### config.mk
export PLATFORM = sky130hd
export DESIGN_NAME = cpu
export DESIGN_NICKNAME = d
export VERILOG_FILES = /design/src/common/riscv_pkg.sv /design/src/common/cpu_pkg.sv /design/src/cpu/decoder.sv /design/src/cpu/execute.sv /design/src/cpu/memory_access.sv /design/src/cpu/write_back.sv /design/src/cpu/cpu.sv
export SDC_FILE = /design/constraint.sdc
export NUM_CORES = 2
export LEC_CHECK = 0
export BUFFER_PORTS_ARGS = -buffer_cell sky130_fd_sc_hd__buf_2
export CAP_MARGIN = 20
export CORE_AREA = 8 8 463 465
export DETAILED_ROUTE_END_ITERATION = 7
export DIE_AREA = 0 0 471 473
export PLACE_DENSITY = 0.57
export SETUP_SLACK_MARGIN = 0.15
export SYNTH_ARGS = -nofsm -noshare
export SYNTH_HDL_FRONTEND = slang
export SYNTH_SLANG_ARGS = --single-unit
export TNS_END_PERCENT = 50
### constraint.sdc
create_clock -name clock -period 41.1 [get_ports clock]
set_input_delay 8.22 -clock clock [delete_from_list [all_inputs] [get_ports clock]]
set_output_delay 8.22 -clock clock [all_outputs]
set_load 0.01 [all_outputs]
### src/common/riscv_pkg.sv
`default_nettype none

package riscv_pkg;

  // major opcodes, instruction[6:0]
  localparam logic [6:0] OPC_LUI    = 7'b0110111;
  localparam logic [6:0] OPC_AUIPC  = 7'b0010111;
  localparam logic [6:0] OPC_JAL    = 7'b1101111;
  localparam logic [6:0] OPC_JALR   = 7'b1100111;
  localparam logic [6:0] OPC_BRANCH = 7'b1100011;
  localparam logic [6:0] OPC_LOAD   = 7'b0000011;
  localparam logic [6:0] OPC_STORE  = 7'b0100011;
  localparam logic [6:0] OPC_OP_IMM = 7'b0010011;
  localparam logic [6:0] OPC_OP     = 7'b0110011;
  localparam logic [6:0] OPC_SYSTEM = 7'b1110011;

  // branch conditions
  localparam logic [2:0] F3_BEQ  = 3'b000;
  localparam logic [2:0] F3_BNE  = 3'b001;
  localparam logic [2:0] F3_BLT  = 3'b100;
  localparam logic [2:0] F3_BGE  = 3'b101;
  localparam logic [2:0] F3_BLTU = 3'b110;
  localparam logic [2:0] F3_BGEU = 3'b111;

  // load and store widths
  localparam logic [2:0] F3_B  = 3'b000;
  localparam logic [2:0] F3_H  = 3'b001;
  localparam logic [2:0] F3_W  = 3'b010;
  localparam logic [2:0] F3_BU = 3'b100;
  localparam logic [2:0] F3_HU = 3'b101;

  // alu functions, shared by OP and OP-IMM
  localparam logic [2:0] F3_ADD  = 3'b000;
  localparam logic [2:0] F3_SLL  = 3'b001;
  localparam logic [2:0] F3_SLT  = 3'b010;
  localparam logic [2:0] F3_SLTU = 3'b011;
  localparam logic [2:0] F3_XOR  = 3'b100;
  localparam logic [2:0] F3_SRL  = 3'b101;
  localparam logic [2:0] F3_OR   = 3'b110;
  localparam logic [2:0] F3_AND  = 3'b111;

  // selects SUB and SRA
  localparam logic [6:0] F7_ALT = 7'b0100000;

  localparam logic [31:0] EBREAK = 32'h0010_0073;
  // addi x0, x0, 0
  localparam logic [31:0] NOP    = 32'h0000_0013;

endpackage

`default_nettype wire

### src/common/cpu_pkg.sv
`default_nettype none

package cpu_pkg;

  localparam int XLEN = 32;

  typedef enum logic [3:0] {
    ALU_ADD,
    ALU_SUB,
    ALU_SLL,
    ALU_SLT,
    ALU_SLTU,
    ALU_XOR,
    ALU_SRL,
    ALU_SRA,
    ALU_OR,
    ALU_AND,
    ALU_PASS_B
  } alu_cmd;

  typedef enum logic [3:0] {
    MEM_NONE,
    MEM_LOAD_B,
    MEM_LOAD_H,
    MEM_LOAD_W,
    MEM_LOAD_BU,
    MEM_LOAD_HU,
    MEM_STORE_B,
    MEM_STORE_H,
    MEM_STORE_W
  } mem_access_type;

  // source of the register write value
  typedef enum logic [1:0] {
    WB_ALU,
    WB_MEM,
    WB_PC4
  } wb_sel;

  typedef enum logic [1:0] {
    PC_SEQ,
    PC_BRANCH,
    PC_JUMP
  } next_pc_sel;

endpackage

`default_nettype wire

### src/cpu/decoder.sv
`timescale 1ns/10ps
`default_nettype none

module decoder (
  input  logic [31:0]                  instruction,
  input  logic [cpu_pkg::XLEN-1:0]     pc,
  input  logic [cpu_pkg::XLEN-1:0]     regfile [0:31],
  output logic [cpu_pkg::XLEN-1:0]     op1,
  output logic [cpu_pkg::XLEN-1:0]     op2,
  output cpu_pkg::alu_cmd              alu_ops,
  output cpu_pkg::mem_access_type      access_type,
  output cpu_pkg::wb_sel               wb_sel,
  output cpu_pkg::next_pc_sel          pc_sel,
  output logic                         branch_taken,
  output logic [4:0]                   rd,
  output logic [cpu_pkg::XLEN-1:0]     rs2_data,
  output logic [cpu_pkg::XLEN-1:0]     imm
);
  import riscv_pkg::*;
  import cpu_pkg::*;

  logic [6:0] opcode;
  logic [2:0] funct3;
  logic [6:0] funct7;
  logic [4:0] rs1;
  logic [4:0] rs2;
  logic       alt;
  logic       writes_rd;
  logic [XLEN-1:0] rs1_data;
  logic [XLEN-1:0] imm_i;
  logic [XLEN-1:0] imm_s;
  logic [XLEN-1:0] imm_b;
  logic [XLEN-1:0] imm_u;
  logic [XLEN-1:0] imm_j;

  function automatic alu_cmd alu_for(input logic [2:0] f3, input logic alt_bit,
                                     input logic reg_op);
    alu_cmd cmd;
    case (f3)
      F3_ADD:  cmd = (reg_op && alt_bit) ? ALU_SUB : ALU_ADD;
      F3_SLL:  cmd = ALU_SLL;
      F3_SLT:  cmd = ALU_SLT;
      F3_SLTU: cmd = ALU_SLTU;
      F3_XOR:  cmd = ALU_XOR;
      F3_SRL:  cmd = alt_bit ? ALU_SRA : ALU_SRL;
      F3_OR:   cmd = ALU_OR;
      default: cmd = ALU_AND;
    endcase
    return cmd;
  endfunction

  assign opcode = instruction[6:0];
  assign funct3 = instruction[14:12];
  assign funct7 = instruction[31:25];
  assign rs1    = instruction[19:15];
  assign rs2    = instruction[24:20];
  assign alt    = (funct7 == F7_ALT);

  assign rs1_data = regfile[rs1];
  assign rs2_data = regfile[rs2];

  assign imm_i = {{20{instruction[31]}}, instruction[31:20]};
  assign imm_s = {{20{instruction[31]}}, instruction[31:25], instruction[11:7]};
  assign imm_b = {{19{instruction[31]}}, instruction[31], instruction[7],
                  instruction[30:25], instruction[11:8], 1'b0};
  assign imm_u = {instruction[31:12], 12'b0};
  assign imm_j = {{11{instruction[31]}}, instruction[31], instruction[19:12],
                  instruction[20], instruction[30:21], 1'b0};

  // rd reads as zero for anything that does not write a register
  assign rd = writes_rd ? instruction[11:7] : 5'd0;

  always_comb begin
    op1         = rs1_data;
    op2         = rs2_data;
    imm         = imm_i;
    alu_ops     = ALU_ADD;
    access_type = MEM_NONE;
    wb_sel      = WB_ALU;
    pc_sel      = PC_SEQ;
    writes_rd   = 1'b0;
    case (opcode)
      OPC_LUI: begin
        op2       = imm_u;
        imm       = imm_u;
        alu_ops   = ALU_PASS_B;
        writes_rd = 1'b1;
      end
      OPC_AUIPC: begin
        op1       = pc;
        op2       = imm_u;
        imm       = imm_u;
        writes_rd = 1'b1;
      end
      OPC_JAL: begin
        // target computed by the alu as pc + imm
        op1       = pc;
        op2       = imm_j;
        imm       = imm_j;
        pc_sel    = PC_JUMP;
        wb_sel    = WB_PC4;
        writes_rd = 1'b1;
      end
      OPC_JALR: begin
        op2       = imm_i;
        pc_sel    = PC_JUMP;
        wb_sel    = WB_PC4;
        writes_rd = 1'b1;
      end
      OPC_BRANCH: begin
        imm    = imm_b;
        pc_sel = PC_BRANCH;
      end
      OPC_LOAD: begin
        op2       = imm_i;
        wb_sel    = WB_MEM;
        writes_rd = 1'b1;
        case (funct3)
          F3_B:    access_type = MEM_LOAD_B;
          F3_H:    access_type = MEM_LOAD_H;
          F3_W:    access_type = MEM_LOAD_W;
          F3_BU:   access_type = MEM_LOAD_BU;
          F3_HU:   access_type = MEM_LOAD_HU;
          default: access_type = MEM_NONE;
        endcase
      end
      OPC_STORE: begin
        op2 = imm_s;
        imm = imm_s;
        case (funct3)
          F3_B:    access_type = MEM_STORE_B;
          F3_H:    access_type = MEM_STORE_H;
          F3_W:    access_type = MEM_STORE_W;
          default: access_type = MEM_NONE;
        endcase
      end
      OPC_OP_IMM: begin
        op2       = imm_i;
        alu_ops   = alu_for(funct3, alt, 1'b0);
        writes_rd = 1'b1;
      end
      OPC_OP: begin
        alu_ops   = alu_for(funct3, alt, 1'b1);
        writes_rd = 1'b1;
      end
      // SYSTEM and unknown opcodes have no architectural effect here
      default: begin
        writes_rd = 1'b0;
      end
    endcase
  end

  always_comb begin
    case (funct3)
      F3_BEQ:  branch_taken = (rs1_data == rs2_data);
      F3_BNE:  branch_taken = (rs1_data != rs2_data);
      F3_BLT:  branch_taken = ($signed(rs1_data) < $signed(rs2_data));
      F3_BGE:  branch_taken = ($signed(rs1_data) >= $signed(rs2_data));
      F3_BLTU: branch_taken = (rs1_data < rs2_data);
      F3_BGEU: branch_taken = (rs1_data >= rs2_data);
      default: branch_taken = 1'b0;
    endcase
  end

endmodule

`default_nettype wire

### src/cpu/execute.sv
`timescale 1ns/10ps
`default_nettype none

module execute (
  input  logic [cpu_pkg::XLEN-1:0] op1,
  input  logic [cpu_pkg::XLEN-1:0] op2,
  input  cpu_pkg::alu_cmd          alu_ops,
  output logic [cpu_pkg::XLEN-1:0] alu_out
);
  import cpu_pkg::*;

  logic [4:0] shamt;

  assign shamt = op2[4:0];

  always_comb begin
    case (alu_ops)
      ALU_ADD:    alu_out = op1 + op2;
      ALU_SUB:    alu_out = op1 - op2;
      ALU_SLL:    alu_out = op1 << shamt;
      ALU_SLT:    alu_out = {{(XLEN-1){1'b0}}, $signed(op1) < $signed(op2)};
      ALU_SLTU:   alu_out = {{(XLEN-1){1'b0}}, op1 < op2};
      ALU_XOR:    alu_out = op1 ^ op2;
      ALU_SRL:    alu_out = op1 >> shamt;
      ALU_SRA:    alu_out = $unsigned($signed(op1) >>> shamt);
      ALU_OR:     alu_out = op1 | op2;
      ALU_AND:    alu_out = op1 & op2;
      ALU_PASS_B: alu_out = op2;
      default:    alu_out = '0;
    endcase
  end

endmodule

`default_nettype wire

### src/cpu/memory_access.sv
`timescale 1ns/10ps
`default_nettype none

module memory_access (
  input  cpu_pkg::mem_access_type  access_type,
  output logic [1:0]               write_wstrb,
  output logic                     write_enable,
  output logic                     read_enable,
  output logic [cpu_pkg::XLEN-1:0] wb_mask,
  output logic                     load_signed
);
  import cpu_pkg::*;

  always_comb begin
    write_wstrb  = 2'd0;
    write_enable = 1'b0;
    read_enable  = 1'b0;
    wb_mask      = '0;
    load_signed  = 1'b0;
    case (access_type)
      MEM_LOAD_B: begin
        read_enable = 1'b1;
        wb_mask     = XLEN'(32'h0000_00ff);
        load_signed = 1'b1;
      end
      MEM_LOAD_BU: begin
        read_enable = 1'b1;
        wb_mask     = XLEN'(32'h0000_00ff);
      end
      MEM_LOAD_H: begin
        read_enable = 1'b1;
        wb_mask     = XLEN'(32'h0000_ffff);
        load_signed = 1'b1;
      end
      MEM_LOAD_HU: begin
        read_enable = 1'b1;
        wb_mask     = XLEN'(32'h0000_ffff);
      end
      MEM_LOAD_W: begin
        read_enable = 1'b1;
        wb_mask     = '1;
      end
      // width code: 0 byte, 1 half, 2 word
      MEM_STORE_B: begin
        write_enable = 1'b1;
        write_wstrb  = 2'd0;
      end
      MEM_STORE_H: begin
        write_enable = 1'b1;
        write_wstrb  = 2'd1;
      end
      MEM_STORE_W: begin
        write_enable = 1'b1;
        write_wstrb  = 2'd2;
      end
      default: begin
        write_enable = 1'b0;
      end
    endcase
  end

endmodule

`default_nettype wire

### src/cpu/write_back.sv
`timescale 1ns/10ps
`default_nettype none

module write_back (
  input  logic [cpu_pkg::XLEN-1:0] pc_prev,
  input  logic [cpu_pkg::XLEN-1:0] imm,
  input  logic [cpu_pkg::XLEN-1:0] alu_result,
  input  cpu_pkg::next_pc_sel      pc_sel,
  input  logic                     branch_taken,
  input  cpu_pkg::wb_sel           wb_sel,
  input  logic [4:0]               rd,
  input  logic [cpu_pkg::XLEN-1:0] read_data,
  input  logic [cpu_pkg::XLEN-1:0] wb_mask,
  input  logic                     load_signed,
  input  logic [1:0]               address_low,
  output logic [cpu_pkg::XLEN-1:0] pc_next,
  output logic [cpu_pkg::XLEN-1:0] reg_next,
  output logic                     wb_en
);
  import cpu_pkg::*;

  logic [XLEN-1:0] pc_plus4;
  logic [XLEN-1:0] lane_data;
  logic [XLEN-1:0] load_value;
  logic            sign_bit;

  assign pc_plus4 = pc_prev + XLEN'(4);

  always_comb begin
    case (pc_sel)
      PC_BRANCH: pc_next = branch_taken ? pc_prev + imm : pc_plus4;
      // jal and jalr both arrive as an alu sum
      PC_JUMP:   pc_next = {alu_result[XLEN-1:1], 1'b0};
      default:   pc_next = pc_plus4;
    endcase
  end

  // move the addressed lane down to bit 0
  assign lane_data = read_data >> {address_low, 3'b000};

  // half mask has bit 15 set, byte mask does not
  assign sign_bit = wb_mask[15] ? lane_data[15] : lane_data[7];

  always_comb begin
    if (load_signed && sign_bit) begin
      load_value = (lane_data & wb_mask) | ~wb_mask;
    end else begin
      load_value = lane_data & wb_mask;
    end
  end

  always_comb begin
    case (wb_sel)
      WB_MEM:  reg_next = load_value;
      WB_PC4:  reg_next = pc_plus4;
      default: reg_next = alu_result;
    endcase
  end

  // decoder zeroes rd for instructions without a destination
  assign wb_en = (rd != 5'd0);

endmodule

`default_nettype wire

### src/cpu/cpu.sv
`timescale 1ns/10ps
`default_nettype none

module cpu #(
  parameter logic [31:0] RESET_VECTOR = 32'h0000_0000
) (
  input  logic                     clock,
  input  logic                     reset,
  output logic [cpu_pkg::XLEN-1:0] pc,
  input  logic [31:0]              instruction,
  output logic [cpu_pkg::XLEN-1:0] address,
  input  logic [cpu_pkg::XLEN-1:0] read_data,
  output logic                     read_enable,
  output logic [cpu_pkg::XLEN-1:0] write_data,
  output logic                     write_enable,
  output logic [1:0]               write_wstrb,
  output logic                     debug_ebreak,
  output logic [cpu_pkg::XLEN-1:0] debug_reg [0:31]
);
  import riscv_pkg::*;
  import cpu_pkg::*;

  logic [XLEN-1:0] reg_pc;
  logic [XLEN-1:0] regfile [0:31];

  logic [XLEN-1:0] op1;
  logic [XLEN-1:0] op2;
  logic [XLEN-1:0] imm;
  logic [XLEN-1:0] alu_out;
  logic [XLEN-1:0] rs2_data;
  logic [4:0]      rd;
  logic            branch_taken;
  alu_cmd          alu_ops;
  mem_access_type  access_type;
  wb_sel           wb_select;
  next_pc_sel      pc_select;

  logic [XLEN-1:0] wb_mask;
  logic            load_signed;
  logic [XLEN-1:0] pc_next;
  logic [XLEN-1:0] reg_next;
  logic            wb_en;

  decoder i_decoder (
    .instruction  (instruction),
    .pc           (reg_pc),
    .regfile      (regfile),
    .op1          (op1),
    .op2          (op2),
    .alu_ops      (alu_ops),
    .access_type  (access_type),
    .wb_sel       (wb_select),
    .pc_sel       (pc_select),
    .branch_taken (branch_taken),
    .rd           (rd),
    .rs2_data     (rs2_data),
    .imm          (imm)
  );

  execute i_execute (
    .op1     (op1),
    .op2     (op2),
    .alu_ops (alu_ops),
    .alu_out (alu_out)
  );

  memory_access i_memory_access (
    .access_type  (access_type),
    .write_wstrb  (write_wstrb),
    .write_enable (write_enable),
    .read_enable  (read_enable),
    .wb_mask      (wb_mask),
    .load_signed  (load_signed)
  );

  write_back i_write_back (
    .pc_prev      (reg_pc),
    .imm          (imm),
    .alu_result   (alu_out),
    .pc_sel       (pc_select),
    .branch_taken (branch_taken),
    .wb_sel       (wb_select),
    .rd           (rd),
    .read_data    (read_data),
    .wb_mask      (wb_mask),
    .load_signed  (load_signed),
    .address_low  (alu_out[1:0]),
    .pc_next      (pc_next),
    .reg_next     (reg_next),
    .wb_en        (wb_en)
  );

  assign pc           = reg_pc;
  assign address      = alu_out;
  assign write_data   = rs2_data;
  assign debug_ebreak = (instruction == EBREAK);
  assign debug_reg    = regfile;

  // one instruction retires per edge; x0 is never written since wb_en needs rd != 0
  always_ff @(posedge clock or posedge reset) begin
    if (reset) begin
      reg_pc <= RESET_VECTOR;
      for (int i = 0; i < 32; i++) begin
        regfile[i] <= '0;
      end
    end else begin
      reg_pc <= pc_next;
      if (wb_en) begin
        regfile[rd] <= reg_next;
      end
    end
  end

endmodule

`default_nettype wire

# After elaboration in Yosys (flattened, before gate mapping)
# Cells that the tools add are included.
[op_classes]
n_reduce_logical = 15
magnitude_cmp = 10
n_eq_ne = 42
n_mux = 36
add_sub_neg = 4
shift = 4
multipliers = 0
bitwise_logic = 9
div_mod_pow = 0
[op_table]
columns = ["cell", "count"]
rows = [
  ["$bwmux W1024", 1],
  ["$pmux W32 S11", 1],
  ["$bmux W32 S5", 2],
  ["$mux W32", 8],
  ["$demux W32 S5", 1],
  ["$lt A32 B32 Y1", 4],
  ["$pmux W32 S2", 2],
  ["$pmux W32 S4", 1],
  ["$pmux W31 S4", 1],
  ["$pmux W32 S3", 1],
  ["$add A32 B32 Y32", 2],
  ["$and A32 B32 Y32", 2],
  ["$ge A32 B32 Y1", 2],
  ["$or A32 B32 Y32", 2],
  ["$shr A32 B5 Y32", 2],
  ["$pmux W4 S7", 2],
  ["$add A32 B3 Y32 const B", 1],
  ["$eq A32 B21 Y1 const B", 1],
  ["$eq A32 B32 Y1", 1],
  ["$eq A4 B3 Y1 const B", 8],
  ["$ne A32 B32 Y1", 1],
  ["$not A32 Y32", 1],
  ["$shl A32 B5 Y32", 1],
  ["$sshr A32 B5 Y32", 1],
  ["other kinds (32)", 71],
]
[word_totals]
memories = 0
romBits = 0
latchBits = 0
regBits = 1056
ramBits = 0
word_cells = 153
input_bits = 66
out_inout_bits = 1125

# Longest topological paths before layout
[depth]
depth_word = 13
ltp_mapped = 34
ltp_nobuf = 24

# Hierarchy
# A second synthesis with hierarchy kept.
[unflattened]
cells_unflattened = 5739
hier_area_um2 = 71576.1
[by_module_without_submodules]
columns = ["module", "seq_area_each_um2", "n_inst", "area_each_um2", "cells_per_inst"]
rows = [
  ["cpu", 26425.3, 1, 39309.0, 2333],
  ["decoder", 0.0, 1, 18078.6, 1201],
  ["execute", 0.0, 1, 9282.7, 1434],
  ["write_back", 0.0, 1, 4570.6, 728],
  ["memory_access", 0.0, 1, 335.3, 43],
]

# Worst setup path before layout
# OpenSTA, ideal clock, no wires.
[synth_path]
path_kind = "input-to-output"
from = "input instruction[20]"
to = "output address[29] (netlist name)"
slack_ps = 17612
n_path_buf = 10
t_required_ps = 32880
arrival_time_ps = 15268
cell_stages = 26
path_cell_list = "buf_4 -> buf_4 -> buf_4 -> buf_2 -> buf_2 -> clkbuf_1 -> buf_2 -> clkbuf_1 -> buf_1 -> buf_2 -> mux4_2 -> mux4_2 -> mux2i_1 -> a22oi_1 -> ha_1 -> or3_1 -> nor4_1 -> nor2_1 -> o21ai_0 -> a311oi_1 -> o21ai_0 -> a211o_1 -> a21oi_1 -> o31ai_1 -> xnor2_1 -> o211ai_1"
[synth_via]
elab_chain_len = 7
elab_cells_between_ends = 14
classes_between = "add/sub: 2; shift: 3; mux: 5; bitwise: 4"
[synth_rtl]
columns = ["element", "line_no", "text"]
rows = [
  ["start, declared", "cpu.sv:10", "input logic [31:0] instruction,"],
  ["$not A5 Y6 (implied by the code)", "decoder.sv:60", "assign rs2_data = regfile[rs2];"],
  ["$bmux W32 S5", "decoder.sv:60", ""],
  ["$mux W32 (implied by the code) (2 in series)", "decoder.sv:60", ""],
  ["$pmux W32 S4 *", "decoder.sv:82", "case (opcode)"],
  ["$sub A32 B32 Y32, or another cell as far along", "execute.sv:19", "ALU_SUB: alu_out = op1 - op2;"],
  ["$pmux W32 S11 *", "execute.sv:17", "case (alu_ops)"],
  ["end, declared", "cpu.sv:11", "output logic [cpu_pkg::XLEN-1:0] address,"],
]
# Mark *: on every way between the ends. The rest lies on a longest branch, timed or not. The select of a mux whose other input is x is not followed.

# Worst setup path after layout
[layout_path]
from = "input instruction[20]"
to = "output address[28] (netlist name)"
# The elaborated chain is that of the path after synthesis.

==> results by group <==
Timing
  – Max_slew headroom: 18.4%
  – Unrepaired setup endpoints after global routing: false
  – Sum Neg Setup Slack: 0 ns
  – Final Hold Fails: 0
  – Tcrit/Tclk final: a little over three fifths
  – Slew @ Worst Pin: between 1 and 1.5 ns
  – Final setup violation count: 0
  – Fin. max-slew vios: 0
  – Clk_skew: around 0.053 ns
  – Fmax: roughly 0.039 GHz
  – Minimum clock period: 25.68 ns

Placed design
  – Port bufs: 1190
  – HPWL Detailed: about 320000 um
  – Final GP Congestion: about 1.0

Clocking
  – Setup bufs post-CTS: 0
  – Clock Latency Late Sink: ~0.83 ns
  – Resized Gates After CTS: 0
  – Number of CTS-inserted buffers: ~130
  – Hold Buf Count CTS: 0
  – CTS max path bufs: 3
  – Reg clk slew, reported paths: approximately 0.060 ns
  – Clock sink count: between 1000 and 1500
  – Clock root cell: clkbuf_16
  – Clock tree from TritonCTS: done
  – H-tree level count: 4

Final layout
  – Max reg flops: roughly 1000
  – Share of cells above drive strength 1: 29.0%
  – Post-layout nets: 7970
  – Area growth syn-to-layout: 18.7%

Synth
  – FF+latch count, synth: 1056
  – Synth Area per Inst: 9.85 um2
  – Post-synth cell types: slightly above 100
  – Synth warn: 0
  – Main synth FF type: dfrtp_1
  – Number of synthesized flops with an enable pin: 0
  – Syn nets: around 7100
  – Post-Syn Area: 0.0680 mm2
  – Mapped Cells: between 6000 and 7000
  – Post-synthesis sequential area ratio: 38.8%
  – Synth async-reset ratio: between 90% and 100%

Detailed routing
  – Drt initial violations: about 9500
  – Wire length per cell: about 39 um
  – Via-to-Cell Ratio: about 6.3
  – DRT antenna net count: 0
  – Via total after detailed routing: about 66000
  – Routed wire length: 415000 um
  – Pre-Repair DR Iteration Count: 8
  – Residual DRC: 0

Floorplan
  – Die area: between 0.2 and 0.25 mm2
  – Die extent in y: approximately 470 um
  – Core box area: between 0.2 and 0.25 mm2
  – Row cnt: around 170
  – Starting Density: about a third
  – Die Width: 471 um
  – Ports: about 1200

Critical path
  – Reg2reg path depth: 24
  – Top delay family on crit path: buffers and inverters
  – Critical path data arrival time: roughly 17 ns
  – Cells along the critical path: buf_8, buf_4, buf_4, buf_4, buf_4, mux4_2, mux4_2, mux2i_1, inv_1, o21ai_0, inv_1, ha_1, and3_1, nand3_1, a211oi_1, nor3_1, o31ai_1, a21oi_1, o21ai_0, xnor2_1, o21ai_0, buf_2
  – Critical-path top delay cell: buf_4
  – Worst Path Max Fanout: 57
  – Worst EP required: around 33 ns
  – Critical path depth: 22
  – Worst path max stage delay: a little over 0.8 ns
  – CP Class: in -> out
  – CP endpoint kind: primary output
  – CP Launch Type: input port
  – CP dominant cell by count: buf_4
  – Buf/Inv on CP: 8

Pwr
  – Peak supply drop: ~0.040 mV
  – Leakage: 38.2 nW
  – Total power: ~3.1 mW
  – Power per Cell Area: slightly below 40 mW/mm2

Run
  – Max-cap violations: 0

Status
  – Run status: completed

Global route
  – Grt total ovfl: 0
  – Initial antenna violation count: 32
  – Vias in the first global route: just over 60000
  – All-Layer GR Usage: ~36%
  – First-pass GRT wire length: between 500000 and 600000 um
  – Largest net degree at the start of global routing: ~180

Min path
  – Hold Crit Class: reg -> reg
  – Hold Crit Depth: 0
[cell families (layout without fill, tap and decap cells)]
| group | count (synthesis) | count (layout) | share of synthesized area, % |
|---|---|---|---|
| compound gates | 1952 | 1952 | 17.1 |
| xor+xnor | 83 | 83 | 1.07 |
| fa+ha+maj | 168 | 168 | 3.12 |
| buf+inv | 803 | 1734 | 5.17 |
| flops | 1056 | 1056 | 38.8 |
| mux | 918 | 918 | 22.8 |
| other cells | 0 | 12 | 0 |
| simple gates | 1926 | 1926 | 11.9 |
[worst paths after layout]
check | from | end | slack, ns
max | instruction[20] | address[28] | 15.42
max reg2reg | debug_reg[512] | debug_reg[895] | 31.73
min reg2reg | debug_reg[1014] | debug_reg[1014] | 0.42
min | debug_reg[1014] | debug_reg[1014] | 0.42
min in group asynchronous | reset | debug_reg[642] | 7.54
max in group asynchronous | reset | debug_reg[204] | 29.45
[per-layer routing]
metal | GRT usage (%) | up-vias | part of all wire [%]
li1 | - | 26900 | -
met2 | 51.1 | 4751 | 42
met1 | 46.3 | 33700 | 38
met4 | 18.7 | 10 | 6.6
met3 | 14.3 | 793 | 13
met5 | 0 | - | 0.017
[worst reg2reg max path: cells and delay by family (launching register included)]
family                     cells  cell delay, ns
and+or+nand+nor                5            1.70
buffers and inverters          2            0.24
muxes                          4            2.29
adders and majority gates      2            0.67
AOI/OAI and AO/OA             11            3.84
DFF                            1            0.44
[cells in the mapped netlist (58+ instances only)]
library cell,instances,area [um2]
a211oi_1,58,435
a21oi_1,177,886
a22oi_1,58,435
buf_2,70,350
clkbuf_1,454,1700
dfrtp_1,1056,26400
ha_1,165,2060
inv_1,141,529
mux2_2,83,935
mux2i_1,329,3290
mux4_2,496,11200
nand2_1,1323,4970
nand3_1,61,305
nor2_1,257,965
o21ai_0,932,4660
o21ai_1,246,1230
[layout make-up]
cell class,count,area [um2]
Antenna cell,12,30.0
Clock buffer,185,3790
Clock inverter,49,638
Fill cell,20600,126000
Inverter,161,612
Multi-Input combinational cell,5047,38700
Sequential cell,1056,26400
Tap cell,2704,3380
Timing Repair Buffer,1339,7230
[report_power, final]
part           switching [mW]  internal (mW)  leakage (nW)
clock network           0.518          0.695          2.17
registers              0.0769           1.09          14.6
logic                   0.518          0.239          21.3
[stage by stage]
step / util (%) / cells / hold slack, ns / instance area [um2] / setup slack [ns]
3_3_place_gp: 36.9 / 10300 / 0.397 / 76200 / 15.53
6_report: 39.1 / 10600 / 0.423 / 80800 / 15.42
3_5_place_dp: 36.9 / 10300 / 0.403 / 76200 / 15.33
5_1_grt: 39.1 / 10500 / 0.439 / 80700 / 14.66
4_1_cts: 39.1 / 10500 / 0.421 / 80600 / 15.32
2_1_floorplan: - / 6906 / 0.522 / 68000 / 3.16
[cells in the final DEF (no fill, tap or decap), types with 23 or more instances in the layout]
cell          n
nand2_4      23
a211oi_1     58
o21ai_0     920
o21ai_1     246
o21a_1       32
o21bai_1     34
nor3_1       46
o22ai_1      31
xor2_1       30
mux2_2       83
nand2_1    1292
clkbuf_16   133
mux2i_1     323
a21oi_1     175
o221ai_1     38
a221oi_1     36
nand2b_1     30
ha_1        165
a31oi_1      32
nor2_1      255
xnor2_1      53
clkbuf_1     25
and2_1       46
o211ai_1     45
a21o_1       40
dfrtp_1    1056
a22oi_1      57
a221o_1      42
buf_4       140
nand3_1      61
mux4_2      496
inv_1       138
buf_2      1181
clkbuf_8     27
(Power assumes the default switching activity.)
